### src/design/axi_pkg.sv
package axi_pkg;

  localparam int unsigned MEM_WORDS          = 256;
  localparam int unsigned NUM_STAGES_DEFAULT = 2;

  typedef logic [3:0]  axi_id_t;
  typedef logic [15:0] axi_addr_t;
  typedef logic [7:0]  axi_len_t;
  typedef logic [63:0] axi_data_t;
  typedef logic [7:0]  axi_strb_t;

  // Bytes per beat as log2
  typedef enum logic [2:0] {
    SIZE_1B, SIZE_2B, SIZE_4B, SIZE_8B, SIZE_16B, SIZE_32B, SIZE_64B, SIZE_128B
  } axi_size_e;

  typedef enum logic [1:0] {
    BURST_FIXED = 2'd0,
    BURST_INCR  = 2'd1,
    BURST_WRAP  = 2'd2
  } axi_burst_e;

  typedef enum logic [1:0] {
    RESP_OKAY   = 2'd0,
    RESP_EXOKAY = 2'd1,
    RESP_SLVERR = 2'd2,
    RESP_DECERR = 2'd3
  } axi_resp_e;

  typedef struct packed {
    axi_id_t    id;
    axi_addr_t  addr;
    axi_len_t   len;
    axi_size_e  size;
    axi_burst_e burst;
  } axi_aw_t;

  typedef axi_aw_t axi_ar_t;

  typedef struct packed {
    axi_data_t data;
    axi_strb_t strb;
    logic      last;
  } axi_w_t;

  typedef struct packed {
    axi_id_t   id;
    axi_resp_e resp;
  } axi_b_t;

  typedef struct packed {
    axi_id_t   id;
    axi_data_t data;
    axi_resp_e resp;
    logic      last;
  } axi_r_t;

  // Memory subordinate FSMs
  typedef enum logic [1:0] {WR_IDLE, WR_DATA, WR_RESP} mem_wr_state_e;
  typedef enum logic {RD_IDLE, RD_DATA} mem_rd_state_e;

  // Zero stages still needs one stage, set to bypass
  function automatic int unsigned num_spill_regs(input int unsigned num_stages);
    return (num_stages == 0) ? 1 : num_stages;
  endfunction

endpackage
### src/design/axi_multistage_spill_reg.sv
`timescale 1ns/100ps

module axi_multistage_spill_reg #(
  parameter int unsigned NUM_STAGES_AW = axi_pkg::NUM_STAGES_DEFAULT,
  parameter int unsigned NUM_STAGES_W  = axi_pkg::NUM_STAGES_DEFAULT,
  parameter int unsigned NUM_STAGES_B  = axi_pkg::NUM_STAGES_DEFAULT,
  parameter int unsigned NUM_STAGES_AR = axi_pkg::NUM_STAGES_DEFAULT,
  parameter int unsigned NUM_STAGES_R  = axi_pkg::NUM_STAGES_DEFAULT
) (
  input  wire              i_clk,
  input  wire              i_rst_n,
  // Subordinate side
  input  axi_pkg::axi_aw_t i_s_aw,
  input  logic             i_s_awvalid,
  output logic             o_s_awready,
  input  axi_pkg::axi_w_t  i_s_w,
  input  logic             i_s_wvalid,
  output logic             o_s_wready,
  output axi_pkg::axi_b_t  o_s_b,
  output logic             o_s_bvalid,
  input  logic             i_s_bready,
  input  axi_pkg::axi_ar_t i_s_ar,
  input  logic             i_s_arvalid,
  output logic             o_s_arready,
  output axi_pkg::axi_r_t  o_s_r,
  output logic             o_s_rvalid,
  input  logic             i_s_rready,
  // Manager side
  output axi_pkg::axi_aw_t o_m_aw,
  output logic             o_m_awvalid,
  input  logic             i_m_awready,
  output axi_pkg::axi_w_t  o_m_w,
  output logic             o_m_wvalid,
  input  logic             i_m_wready,
  input  axi_pkg::axi_b_t  i_m_b,
  input  logic             i_m_bvalid,
  output logic             o_m_bready,
  output axi_pkg::axi_ar_t o_m_ar,
  output logic             o_m_arvalid,
  input  logic             i_m_arready,
  input  axi_pkg::axi_r_t  i_m_r,
  input  logic             i_m_rvalid,
  output logic             o_m_rready
);

  axi_pkg::axi_aw_t aw_data  [axi_pkg::num_spill_regs(NUM_STAGES_AW)+1];
  logic             aw_valid [axi_pkg::num_spill_regs(NUM_STAGES_AW)+1];
  logic             aw_ready [axi_pkg::num_spill_regs(NUM_STAGES_AW)+1];
  axi_pkg::axi_w_t  w_data   [axi_pkg::num_spill_regs(NUM_STAGES_W)+1];
  logic             w_valid  [axi_pkg::num_spill_regs(NUM_STAGES_W)+1];
  logic             w_ready  [axi_pkg::num_spill_regs(NUM_STAGES_W)+1];
  axi_pkg::axi_b_t  b_data   [axi_pkg::num_spill_regs(NUM_STAGES_B)+1];
  logic             b_valid  [axi_pkg::num_spill_regs(NUM_STAGES_B)+1];
  logic             b_ready  [axi_pkg::num_spill_regs(NUM_STAGES_B)+1];
  axi_pkg::axi_ar_t ar_data  [axi_pkg::num_spill_regs(NUM_STAGES_AR)+1];
  logic             ar_valid [axi_pkg::num_spill_regs(NUM_STAGES_AR)+1];
  logic             ar_ready [axi_pkg::num_spill_regs(NUM_STAGES_AR)+1];
  axi_pkg::axi_r_t  r_data   [axi_pkg::num_spill_regs(NUM_STAGES_R)+1];
  logic             r_valid  [axi_pkg::num_spill_regs(NUM_STAGES_R)+1];
  logic             r_ready  [axi_pkg::num_spill_regs(NUM_STAGES_R)+1];

  // Requests run subordinate to manager
  assign aw_data[0]  = i_s_aw;
  assign aw_valid[0] = i_s_awvalid;
  assign o_s_awready = aw_ready[0];
  for (genvar i = 0; i < axi_pkg::num_spill_regs(NUM_STAGES_AW); i++) begin : g_aw_stages
    cc_stream_spill_reg #(.data_t(axi_pkg::axi_aw_t), .BYPASS(NUM_STAGES_AW == 0)) u_spill_aw (
      .i_clk, .i_rst_n,
      .i_valid(aw_valid[i]),   .i_data(aw_data[i]),   .o_ready(aw_ready[i]),
      .o_valid(aw_valid[i+1]), .o_data(aw_data[i+1]), .i_ready(aw_ready[i+1])
    );
  end
  assign o_m_aw      = aw_data[axi_pkg::num_spill_regs(NUM_STAGES_AW)];
  assign o_m_awvalid = aw_valid[axi_pkg::num_spill_regs(NUM_STAGES_AW)];
  assign aw_ready[axi_pkg::num_spill_regs(NUM_STAGES_AW)] = i_m_awready;

  assign w_data[0]  = i_s_w;
  assign w_valid[0] = i_s_wvalid;
  assign o_s_wready = w_ready[0];
  for (genvar i = 0; i < axi_pkg::num_spill_regs(NUM_STAGES_W); i++) begin : g_w_stages
    cc_stream_spill_reg #(.data_t(axi_pkg::axi_w_t), .BYPASS(NUM_STAGES_W == 0)) u_spill_w (
      .i_clk, .i_rst_n,
      .i_valid(w_valid[i]),   .i_data(w_data[i]),   .o_ready(w_ready[i]),
      .o_valid(w_valid[i+1]), .o_data(w_data[i+1]), .i_ready(w_ready[i+1])
    );
  end
  assign o_m_w      = w_data[axi_pkg::num_spill_regs(NUM_STAGES_W)];
  assign o_m_wvalid = w_valid[axi_pkg::num_spill_regs(NUM_STAGES_W)];
  assign w_ready[axi_pkg::num_spill_regs(NUM_STAGES_W)] = i_m_wready;

  assign ar_data[0]  = i_s_ar;
  assign ar_valid[0] = i_s_arvalid;
  assign o_s_arready = ar_ready[0];
  for (genvar i = 0; i < axi_pkg::num_spill_regs(NUM_STAGES_AR); i++) begin : g_ar_stages
    cc_stream_spill_reg #(.data_t(axi_pkg::axi_ar_t), .BYPASS(NUM_STAGES_AR == 0)) u_spill_ar (
      .i_clk, .i_rst_n,
      .i_valid(ar_valid[i]),   .i_data(ar_data[i]),   .o_ready(ar_ready[i]),
      .o_valid(ar_valid[i+1]), .o_data(ar_data[i+1]), .i_ready(ar_ready[i+1])
    );
  end
  assign o_m_ar      = ar_data[axi_pkg::num_spill_regs(NUM_STAGES_AR)];
  assign o_m_arvalid = ar_valid[axi_pkg::num_spill_regs(NUM_STAGES_AR)];
  assign ar_ready[axi_pkg::num_spill_regs(NUM_STAGES_AR)] = i_m_arready;

  // Responses run manager to subordinate
  assign b_data[0]  = i_m_b;
  assign b_valid[0] = i_m_bvalid;
  assign o_m_bready = b_ready[0];
  for (genvar i = 0; i < axi_pkg::num_spill_regs(NUM_STAGES_B); i++) begin : g_b_stages
    cc_stream_spill_reg #(.data_t(axi_pkg::axi_b_t), .BYPASS(NUM_STAGES_B == 0)) u_spill_b (
      .i_clk, .i_rst_n,
      .i_valid(b_valid[i]),   .i_data(b_data[i]),   .o_ready(b_ready[i]),
      .o_valid(b_valid[i+1]), .o_data(b_data[i+1]), .i_ready(b_ready[i+1])
    );
  end
  assign o_s_b      = b_data[axi_pkg::num_spill_regs(NUM_STAGES_B)];
  assign o_s_bvalid = b_valid[axi_pkg::num_spill_regs(NUM_STAGES_B)];
  assign b_ready[axi_pkg::num_spill_regs(NUM_STAGES_B)] = i_s_bready;

  assign r_data[0]  = i_m_r;
  assign r_valid[0] = i_m_rvalid;
  assign o_m_rready = r_ready[0];
  for (genvar i = 0; i < axi_pkg::num_spill_regs(NUM_STAGES_R); i++) begin : g_r_stages
    cc_stream_spill_reg #(.data_t(axi_pkg::axi_r_t), .BYPASS(NUM_STAGES_R == 0)) u_spill_r (
      .i_clk, .i_rst_n,
      .i_valid(r_valid[i]),   .i_data(r_data[i]),   .o_ready(r_ready[i]),
      .o_valid(r_valid[i+1]), .o_data(r_data[i+1]), .i_ready(r_ready[i+1])
    );
  end
  assign o_s_r      = r_data[axi_pkg::num_spill_regs(NUM_STAGES_R)];
  assign o_s_rvalid = r_valid[axi_pkg::num_spill_regs(NUM_STAGES_R)];
  assign r_ready[axi_pkg::num_spill_regs(NUM_STAGES_R)] = i_s_rready;

endmodule

### src/design/cc_stream_spill_reg.sv
`timescale 1ns/100ps

module cc_stream_spill_reg #(
  parameter type data_t = logic,
  parameter bit  BYPASS = 1'b0
) (
  input  wire   i_clk,
  input  wire   i_rst_n,
  input  logic  i_valid,
  input  data_t i_data,
  output logic  o_ready,
  output logic  o_valid,
  output data_t o_data,
  input  logic  i_ready
);

  if (BYPASS) begin : g_bypass
    assign o_valid = i_valid;
    assign o_data  = i_data;
    assign o_ready = i_ready;
  end else begin : g_spill
    data_t a_data;
    data_t b_data;
    logic  a_full;
    logic  b_full;
    logic  a_fill;
    logic  a_drain;
    logic  b_fill;
    logic  b_drain;

    assign a_fill  = i_valid & o_ready;
    // Main entry empties whenever the spill entry is free
    assign a_drain = a_full & ~b_full;
    assign b_fill  = a_drain & ~i_ready;
    assign b_drain = b_full & i_ready;

    always_ff @(posedge i_clk or negedge i_rst_n) begin
      if (!i_rst_n) begin
        a_full <= 1'b0;
        b_full <= 1'b0;
      end else begin
        a_full <= a_fill | (a_full & ~a_drain);
        b_full <= b_fill | (b_full & ~b_drain);
      end
    end

    always_ff @(posedge i_clk) begin
      if (a_fill) a_data <= i_data;
      if (b_fill) b_data <= a_data;
    end

    // Spill entry holds the older item
    assign o_valid = a_full | b_full;
    assign o_data  = b_full ? b_data : a_data;
    assign o_ready = ~a_full | ~b_full;
  end

endmodule

### config.mk
export PLATFORM = sky130hd
export DESIGN_NAME = axi_multistage_spill_reg
export DESIGN_NICKNAME = d
export VERILOG_FILES = /design/src/design/axi_pkg.sv /design/src/design/axi_multistage_spill_reg.sv /design/src/design/cc_stream_spill_reg.sv
export SDC_FILE = /design/constraint.sdc
export NUM_CORES = 1
export LEC_CHECK = 0
export ABC_AREA = 1
export BUFFER_PORTS_ARGS = -buffer_cell sky130_fd_sc_hd__buf_4
export CORE_MARGIN = 3
export CORE_UTILIZATION = 57
export CTS_CLUSTER_SIZE = 10
export DETAILED_ROUTE_END_ITERATION = 12
export PLACE_DENSITY = 0.79
export SLEW_MARGIN = 40
export SYNTH_ARGS = -nofsm -noshare
export SYNTH_HDL_FRONTEND = slang
export SYNTH_SLANG_ARGS = --single-unit
export TNS_END_PERCENT = 5
### constraint.sdc
create_clock -name i_clk -period 6.3 [get_ports i_clk]
set_clock_uncertainty 0.15 [all_clocks]
set_input_delay 0.315 -clock i_clk [delete_from_list [all_inputs] [get_ports i_clk]]
set_output_delay 0.315 -clock i_clk [all_outputs]
set_load 0.02 [all_outputs]
==> metrics.txt, run 1 <==
mean routed wirelength per cell=19.6 microns; post-synthesis sequential area ratio=0.809; flops & latches, synth=884; initial drt markers=1681; Hold Fails Final Rpt=0; Cells after Synth=2440; global-route wire length before repair=116 mm; Buffers on Ports=453; period utilization=0.512; CP dominant cell by count=buf_4; Power per Cell Area=349 nW/um^2; VDD IR max=0.291 mV; cell row count=87; DRT Pass-1 Iters=6; TritonCTS Sinks=884; share of layout cells above drive strength 1=0.199; Setup violations, final=0; Largest stage delay, worst path=0.61 ns; overall power=14600 uW; pin count of the biggest net entering global routing=77; worst-margin pin slew=0.829 ns; Rel. slew slack=0.447; CTS HTree Levels=3; Root Buffer=clkbuf_16; GR Overflow Total=0; Layout area overhead=27.6%; Top delay family on crit path=buffers and inverters; CP Cell Sequence=buf_4 -> inv_2 -> buf_4 -> nand2_1 -> nor2_4 -> buf_4; Critical Path Start Type=flip-flop; Core ar.=56600 sq um; initial antenna violation count=13; total track usage=0.252; CTS Buf Count=100; Setup Crit Path Kind=reg -> reg; vias in the first global route=20.9k; DR DRC count=0; status=finished, final reports clean; Final GP Congestion=0.884; Vias=20.5k; most common cell after layout, fill and taps aside=nand2_1; commonest cells after routing, fill and taps aside=nand2_1 (1326), edfxtp_1 (864), buf_4 (474); final wirelength=76.7 mm; final net count=3319; CTS max path bufs=3; slowest cell on the critical path=buf_4; CP endpoint kind=flip-flop; Post-CTS Setup Inserts=0; worst setup margin=3.07 ns; CTS tree=built; static leakage=0.0172 uW; Die Height=245 microns; Max Fclk=310 MHz; YS warnings=0; clock-pin slew on the worst setup and hold paths=0.06 ns; die footprint=60200 sq um; RSZ-0062 raised after global routing=false; ANT nets after route=0; Clock Latency Late Sink=0.63 ns; worst-path fanout max=76; CTS resizes=0; pre-CTS setup slack=2.78 ns; post-route setup TNS=0 ns; Buf+Inv Stages, Crit Path=4; fillers=3216; post-layout min period=3.23 ns; Avg Cell Area, Syn=13.4 sq um; Hold Crit Class=in -> reg; Slew Limit Fails=0; Cell Area, Synth=32700 sq um; register-to-register path setup slack=3.07 ns; Starting Density=0.577; data required time of the worst path=6.41 ns; Post-Route Utilization=0.737; HPWL after DPL=44.8 mm; vias per cell=5.24; count of max-cap constraint violations=0; syn nets=2668; # IOs=454; CP arrival=3.34 ns; Die X-Extent=245 microns; count of hold-fix buffers inserted at cts=229; Synth cell types=10
## cells by family (layout without fill, tap and decap cells)
family | Yosys count | count (layout) | synth area share
compound gates | 5 | 5 | 0.000766
simple gates | 1361 | 1361 | 0.156
other cells | 0 | 10 | 0
flops | 884 | 884 | 0.809
buf+inv | 190 | 891 | 0.0338
## synth_stat cells, drive strengths merged
| master | number | area (sq um) |
|---|---|---|
| buf | 149 | 951 |
| a21oi | 5 | 25.0 |
| nand2 | 1326 | 4980 |
| edfxtp | 864 | 25900 |
| nor2 | 35 | 131 |
| clkbuf | 16 | 60.1 |
| dfrtp | 20 | 500 |
| inv | 25 | 93.8 |
## registers in the layout, indices dropped and copies added (netlist names), 12 cells and up
register / cells
g_ar_stages.u_spill_ar.g_spill.a_data: 66
g_ar_stages.u_spill_ar.g_spill.b_data: 66
g_aw_stages.u_spill_aw.g_spill.a_data: 66
g_aw_stages.u_spill_aw.g_spill.b_data: 66
g_b_stages.u_spill_b.g_spill.a_data: 12
g_b_stages.u_spill_b.g_spill.b_data: 12
g_r_stages.u_spill_r.g_spill.a_data: 142
g_r_stages.u_spill_r.g_spill.b_data: 142
g_w_stages.u_spill_w.g_spill.a_data: 146
g_w_stages.u_spill_w.g_spill.b_data: 146
## per-layer routing
layer,global-route usage,routed length [microns],part of all wire
met1,0.304,27700,0.36
met4,0.113,2980,0.039
met2,0.441,40000,0.52
met5,0,41,0.00053
met3,0.0516,5970,0.078
## worst reg2reg max path, cell delays in order (launching register included)
cell and delay (ns):
dfrtp_2 0.38, buf_4 0.36, inv_2 0.14, buf_4 0.61, nand2_1 0.21, nor2_4 0.40, buf_4 0.57
## final timing paths
| check | startpoint | end | cells past startpoint |
|---|---|---|---|
| min in group asynchronous | i_rst_n | g_w_stages[1].u_spill_w.g_spill.b_full$_DFF_PN0_ | 4 |
| max in group asynchronous | i_rst_n | g_aw_stages[0].u_spill_aw.g_spill.b_full$_DFF_PN0_ | 4 |
| worst min-delay path | i_m_r[70] | g_r_stages[0].u_spill_r.g_spill.a_data[70]$_DFFE_PP_ | 2 |
| worst max register to register | g_w_stages[1].u_spill_w.g_spill.b_full$_DFF_PN0_ | g_w_stages[1].u_spill_w.g_spill.b_data[24]$_DFFE_PP_ | 6 |
| worst min register to register | g_ar_stages[0].u_spill_ar.g_spill.a_data[9]$_DFFE_PP_ | g_ar_stages[0].u_spill_ar.g_spill.b_data[9]$_DFFE_PP_ | 0 |
| worst max-delay path | g_w_stages[1].u_spill_w.g_spill.b_full$_DFF_PN0_ | g_w_stages[1].u_spill_w.g_spill.b_data[24]$_DFFE_PP_ | 6 |
## metrics by stage
stage | hold WS, ns | std cells | instance area, sq um
after global placement | 0.110 | 3508 | 36300
after CTS | 0.198 | 3895 | 41600
final | 0.237 | 3907 | 41700
after detailed placement | 0.114 | 3514 | 36400
after floorplan | -0.131 | 2440 | 32700
after global routing | 0.222 | 3906 | 41700
## report_power, final
group          switching (uW)  total [uW]  internal (uW)
Clock                    2170        5240           3070
Combinational            1210        1870            667
Sequential                242        7440           7200
## area by class of cell
type | count | area [sq um] | share of cell area
repair buffers | 714 | 6030 | 0.145
multi-input cells | 1366 | 5240 | 0.126
inverters | 25 | 96.3 | 0.00231
diodes | 10 | 25.0 | 0.000600
flip-flops and latches | 884 | 26500 | 0.634
clock buffers | 141 | 2700 | 0.0647
clock inverters | 11 | 208 | 0.00498
well taps | 756 | 946 | 0.0227
No activity file was read; power rests on OpenSTA's default activity.
==> run 2, diff against run 1 <==
--- a/config.mk
+++ b/config.mk
@@ -5,13 +5,13 @@
 export SDC_FILE = /design/constraint.sdc
 export NUM_CORES = 1
 export LEC_CHECK = 0
-export ABC_AREA = 1
+export ABC_AREA = 0
 export BUFFER_PORTS_ARGS = -buffer_cell sky130_fd_sc_hd__buf_4
 export CORE_MARGIN = 3
-export CORE_UTILIZATION = 57
+export CORE_UTILIZATION = 51
 export CTS_CLUSTER_SIZE = 10
 export DETAILED_ROUTE_END_ITERATION = 12
-export PLACE_DENSITY = 0.79
+export PLACE_DENSITY = 0.75
 export SLEW_MARGIN = 40
 export SYNTH_ARGS = -nofsm -noshare
 export SYNTH_HDL_FRONTEND = slang
==> constraint.sdc (replaced) <==
create_clock -name i_clk -period 2.7 [get_ports i_clk]
set_clock_uncertainty 0.15 [all_clocks]
set_input_delay 0.135 -clock i_clk [delete_from_list [all_inputs] [get_ports i_clk]]
set_output_delay 0.135 -clock i_clk [all_outputs]
set_load 0.02 [all_outputs]
==> run 2 against run 1 <==
Effect of this change: global-route usage fell by 5.0 points; combinational power is 130% higher; cell area rose by 0.86%; largest power group unchanged; synthesized cell count decreased by 39%; via count fell by 22%; total power up 130%; critical path depth decreased by 3; non-clock buffer count grew 10; count of clock-buffer cells in the layout rose by 16; utilization fell by 7.1 points; sequential cell count unchanged; final cell count fell by 20%.
==> metrics.txt, run 2 <==
status=finished, final reports clean (unchanged); worst-margin pin slew=0.603 ns (was 0.829 ns); most used flip-flop cell after synthesis=edfxtp_1 (unchanged); Die X-Extent=259 microns (was 245 microns); Core ar.=63200 sq um (was 56600 sq um); crit path launch=g_w_stages[1].u_spill_w.g_spill.b_full$_DFF_PN0_ (unchanged); HPWL after DPL=43.5 mm (was 44.8 mm); CTS tree=built (unchanged); VDD IR max=0.618 mV (was 0.291 mV); cells on worst reg2reg path=2 (was 6); Vias=16.0k (was 20.5k); register-to-register path setup slack=0.64 ns (was 3.07 ns); static leakage=0.0151 uW (was 0.0172 uW); end of the worst register-to-register path=g_w_stages[0].u_spill_w.g_spill.b_data[4]$_DFFE_PP_ (was g_w_stages[1].u_spill_w.g_spill.b_data[24]$_DFFE_PP_); Setup violations, final=0 (unchanged); Synth area leaders=edfxtp_1 (79%), mux2_2 (14%), buf_4 (1.7%), dfrtp_1 (1.5%), mux2_4 (1.2%) (was edfxtp_1 (79%), nand2_1 (15%), buf_4 (1.9%), dfrtp_1 (1.5%), buf_2 (1.0%)); Clock Latency Late Sink=0.64 ns (was 0.63 ns); count leader, synth=edfxtp_1 (was nand2_1); CTS HTree Levels=3 (unchanged); Max Fclk=387 MHz; Root Buffer=clkbuf_16 (unchanged); DRT Pass-1 Iters=7 (was 6); EDFF count, synth=864 (unchanged); Min-Delay Endpoint=g_ar_stages[0].u_spill_ar.g_spill.a_data[11]$_DFFE_PP_ (was g_r_stages[0].u_spill_r.g_spill.a_data[70]$_DFFE_PP_); Yosys top cell area share=0.794 (about the same); post-route insts no fill=3107 (was 3907); data required time of the worst path=2.41 ns (was 6.41 ns); Buffers on Ports=453 (unchanged); syn nets=1720 (was 2668); cell row count=92 (was 87); Cells after Synth=1492 (was 2440); dpl cells=2707 (was 3514); YS warnings=0 (unchanged); Die Height=259 microns (was 245 microns); GR Overflow Total=0 (unchanged); Starting Density=0.517 (was 0.577); share of layout cells above drive strength 1=0.472 (was 0.199); Hold Crit Class=in -> reg (unchanged); CTS max path bufs=3 (unchanged); most common cell after layout, fill and taps aside=edfxtp_1 (was nand2_1); post-layout min period=2.59 ns; vias in the first global route=17.2k (was 20.9k); die footprint=67100 sq um (was 60200 sq um); TritonCTS Sinks=884 (unchanged); final wirelength=68.5 mm (was 76.7 mm); Post-CTS Setup Inserts=0 (unchanged); pre-CTS setup slack=0.650 ns (was 2.78 ns); async set-or-reset flop fraction in the synthesized netlist=0.0226 (unchanged); count of max-cap constraint violations=0 (unchanged); mean routed wirelength per cell=22.0 microns (was 19.6 microns); clock-pin slew on the worst setup and hold paths=0.05 ns (was 0.06 ns); vias per cell=5.16 (was 5.24); CP endpoint kind=output pin (was flip-flop); worst-path fanout max=39 (was 76); Rel. slew slack=0.598 (was 0.447); final net count=2419 (was 3319); final instance area=42000 sq um (was 41700 sq um); reg-to-reg critical path startpoint=g_w_stages[0].u_spill_w.g_spill.b_full$_DFF_PN0_ (was g_w_stages[1].u_spill_w.g_spill.b_full$_DFF_PN0_); pin count of the biggest net entering global routing=74 (was 77); DR DRC count=0 (unchanged); ANT nets after route=0 (unchanged); hold_sp=i_s_ar[11] (was i_m_r[70]); commonest cells after routing, fill and taps aside=edfxtp_1 (864), buf_4 (485), mux2_2 (406) (was nand2_1 (1326), edfxtp_1 (864), buf_4 (474)); cell taking the most area after synthesis=edfxtp_1 (unchanged); Top Registers=g_w_stages.u_spill_w.g_spill.a_data (146), g_w_stages.u_spill_w.g_spill.b_data (146) (unchanged); # IOs=454 (unchanged); CP arrival=2.30 ns (was 3.34 ns); Final GP Congestion=0.823 (was 0.884); initial drt markers=1179 (was 1681); flops & latches, synth=884 (unchanged); global-route wire length before repair=103 mm (was 116 mm); Layout area overhead=28.7% (was 27.6%); Hold Crit Depth=2 (unchanged); post-synthesis sequential area ratio=0.809 (about the same); initial antenna violation count=6 (was 13); top cells by count, synth=edfxtp_1 (864), mux2_2 (406), buf_4 (72) (was nand2_1 (1326), edfxtp_1 (864), buf_4 (82)); post-place instance area=36900 sq um (was 36400 sq um); Avg Cell Area, Syn=21.9 sq um (was 13.4 sq um); CTS Buf Count=99 (was 100); total track usage=0.202 (was 0.252); Hold Fails Final Rpt=0 (unchanged); Power per Cell Area=798 nW/um^2 (was 349 nW/um^2); Cell Area, Synth=32700 sq um (about the same); period utilization=0.957; Slew Limit Fails=0 (unchanged); Critical Path Start Type=flip-flop (unchanged); RSZ-0062 raised after global routing=false (unchanged); Setup Crit Path Kind=reg -> out (was reg -> reg); Synth cell types=17 (was 10); worst setup margin=0.115 ns (was 3.07 ns)
==> run 2: cell types whose count changed after synthesis, sizes merged, moves of 16 or more <==
cell,previous run,this run
nor2,35,0
buf,149,126
clkbuf,16,0
mux2,0,432
nand2,1326,5
inv,25,0
==> run 2: routing by layer <==
metal	vias up	share of wire	routed length, microns	track usage
met4	0	0.029	2010	0.0753
met5	-	0	0	0
met1	8157	0.39	26900	0.256
met2	511	0.52	35600	0.347
li1	7224	-	-	-
met3	129	0.058	3970	0.0380
==> run 2: cell families after synthesis <==
kind of cell	synth area share
muxes	0.152
and+or+nand+nor	0.00421
DFF	0.809
buffers and inverters	0.0264
AOI/OAI and AO/OA	0.00804
==> run 2: worst max path at each step <==
| stage | to | slack [ns] |
|---|---|---|
| 6_report | o_m_w[33] | 0.11 |
| 5_1_grt | o_m_w[33] | 0.01 |
| 4_1_cts | o_m_w[33] | 0.05 |
| 3_5_place_dp | g_w_stages[0].u_spill_w.g_spill.b_data[72]$_DFFE_PP_ | 0.65 |
| 3_3_place_gp | g_w_stages[0].u_spill_w.g_spill.b_data[0]$_DFFE_PP_ | 0.70 |
| 2_1_floorplan | g_aw_stages[1].u_spill_aw.g_spill.b_data[0]$_DFFE_PP_ | -0.95 |
==> run 2: layout make-up <==
class | count | area, sq um
Clock inverter | 9 | 131
Clock buffer | 157 | 2720
Fill cell | 3864 | 21100
Multi-Input combinational cell | 482 | 5530
Timing Repair Buffer | 724 | 6140
Tap cell | 846 | 1060
Sequential cell | 884 | 26500
Antenna cell | 5 | 12.5
==> run 2: metrics by stage <==
step / power, uW / util / TNS, ns / hold slack [ns]
floorplan: 19900 / - / -416.33 / -0.311
global placement: 21400 / 0.584 / 0 / -0.0425
detailed placement: 21600 / 0.584 / 0 / -0.0262
CTS: 33900 / 0.665 / 0 / 0.0119
global route: 34800 / 0.665 / 0 / 0.0357
finish: 33600 / 0.665 / 0 / 0.0606
==> run 2: power by group <==
part | internal (uW) | switching, uW | leakage (uW)
Combinational | 2070 | 2220 | 0.00538
Clock | 6870 | 5080 | 0.00135
Sequential | 16700 | 606 | 0.00842
==> run 2: timing repair <==
item                                   in CTS  in global routing
resized for setup                           0                  0
hold buffers                              229                  0
endpoints found under the hold margin     565                  0
setup endpoints to repair                   0                  0
==> run 2: critical path, cell delays in order (launching register included) <==
cell	delay (ns)
dfrtp_4	0.58
buf_4	0.49
mux2_2	0.41
buf_4	0.16
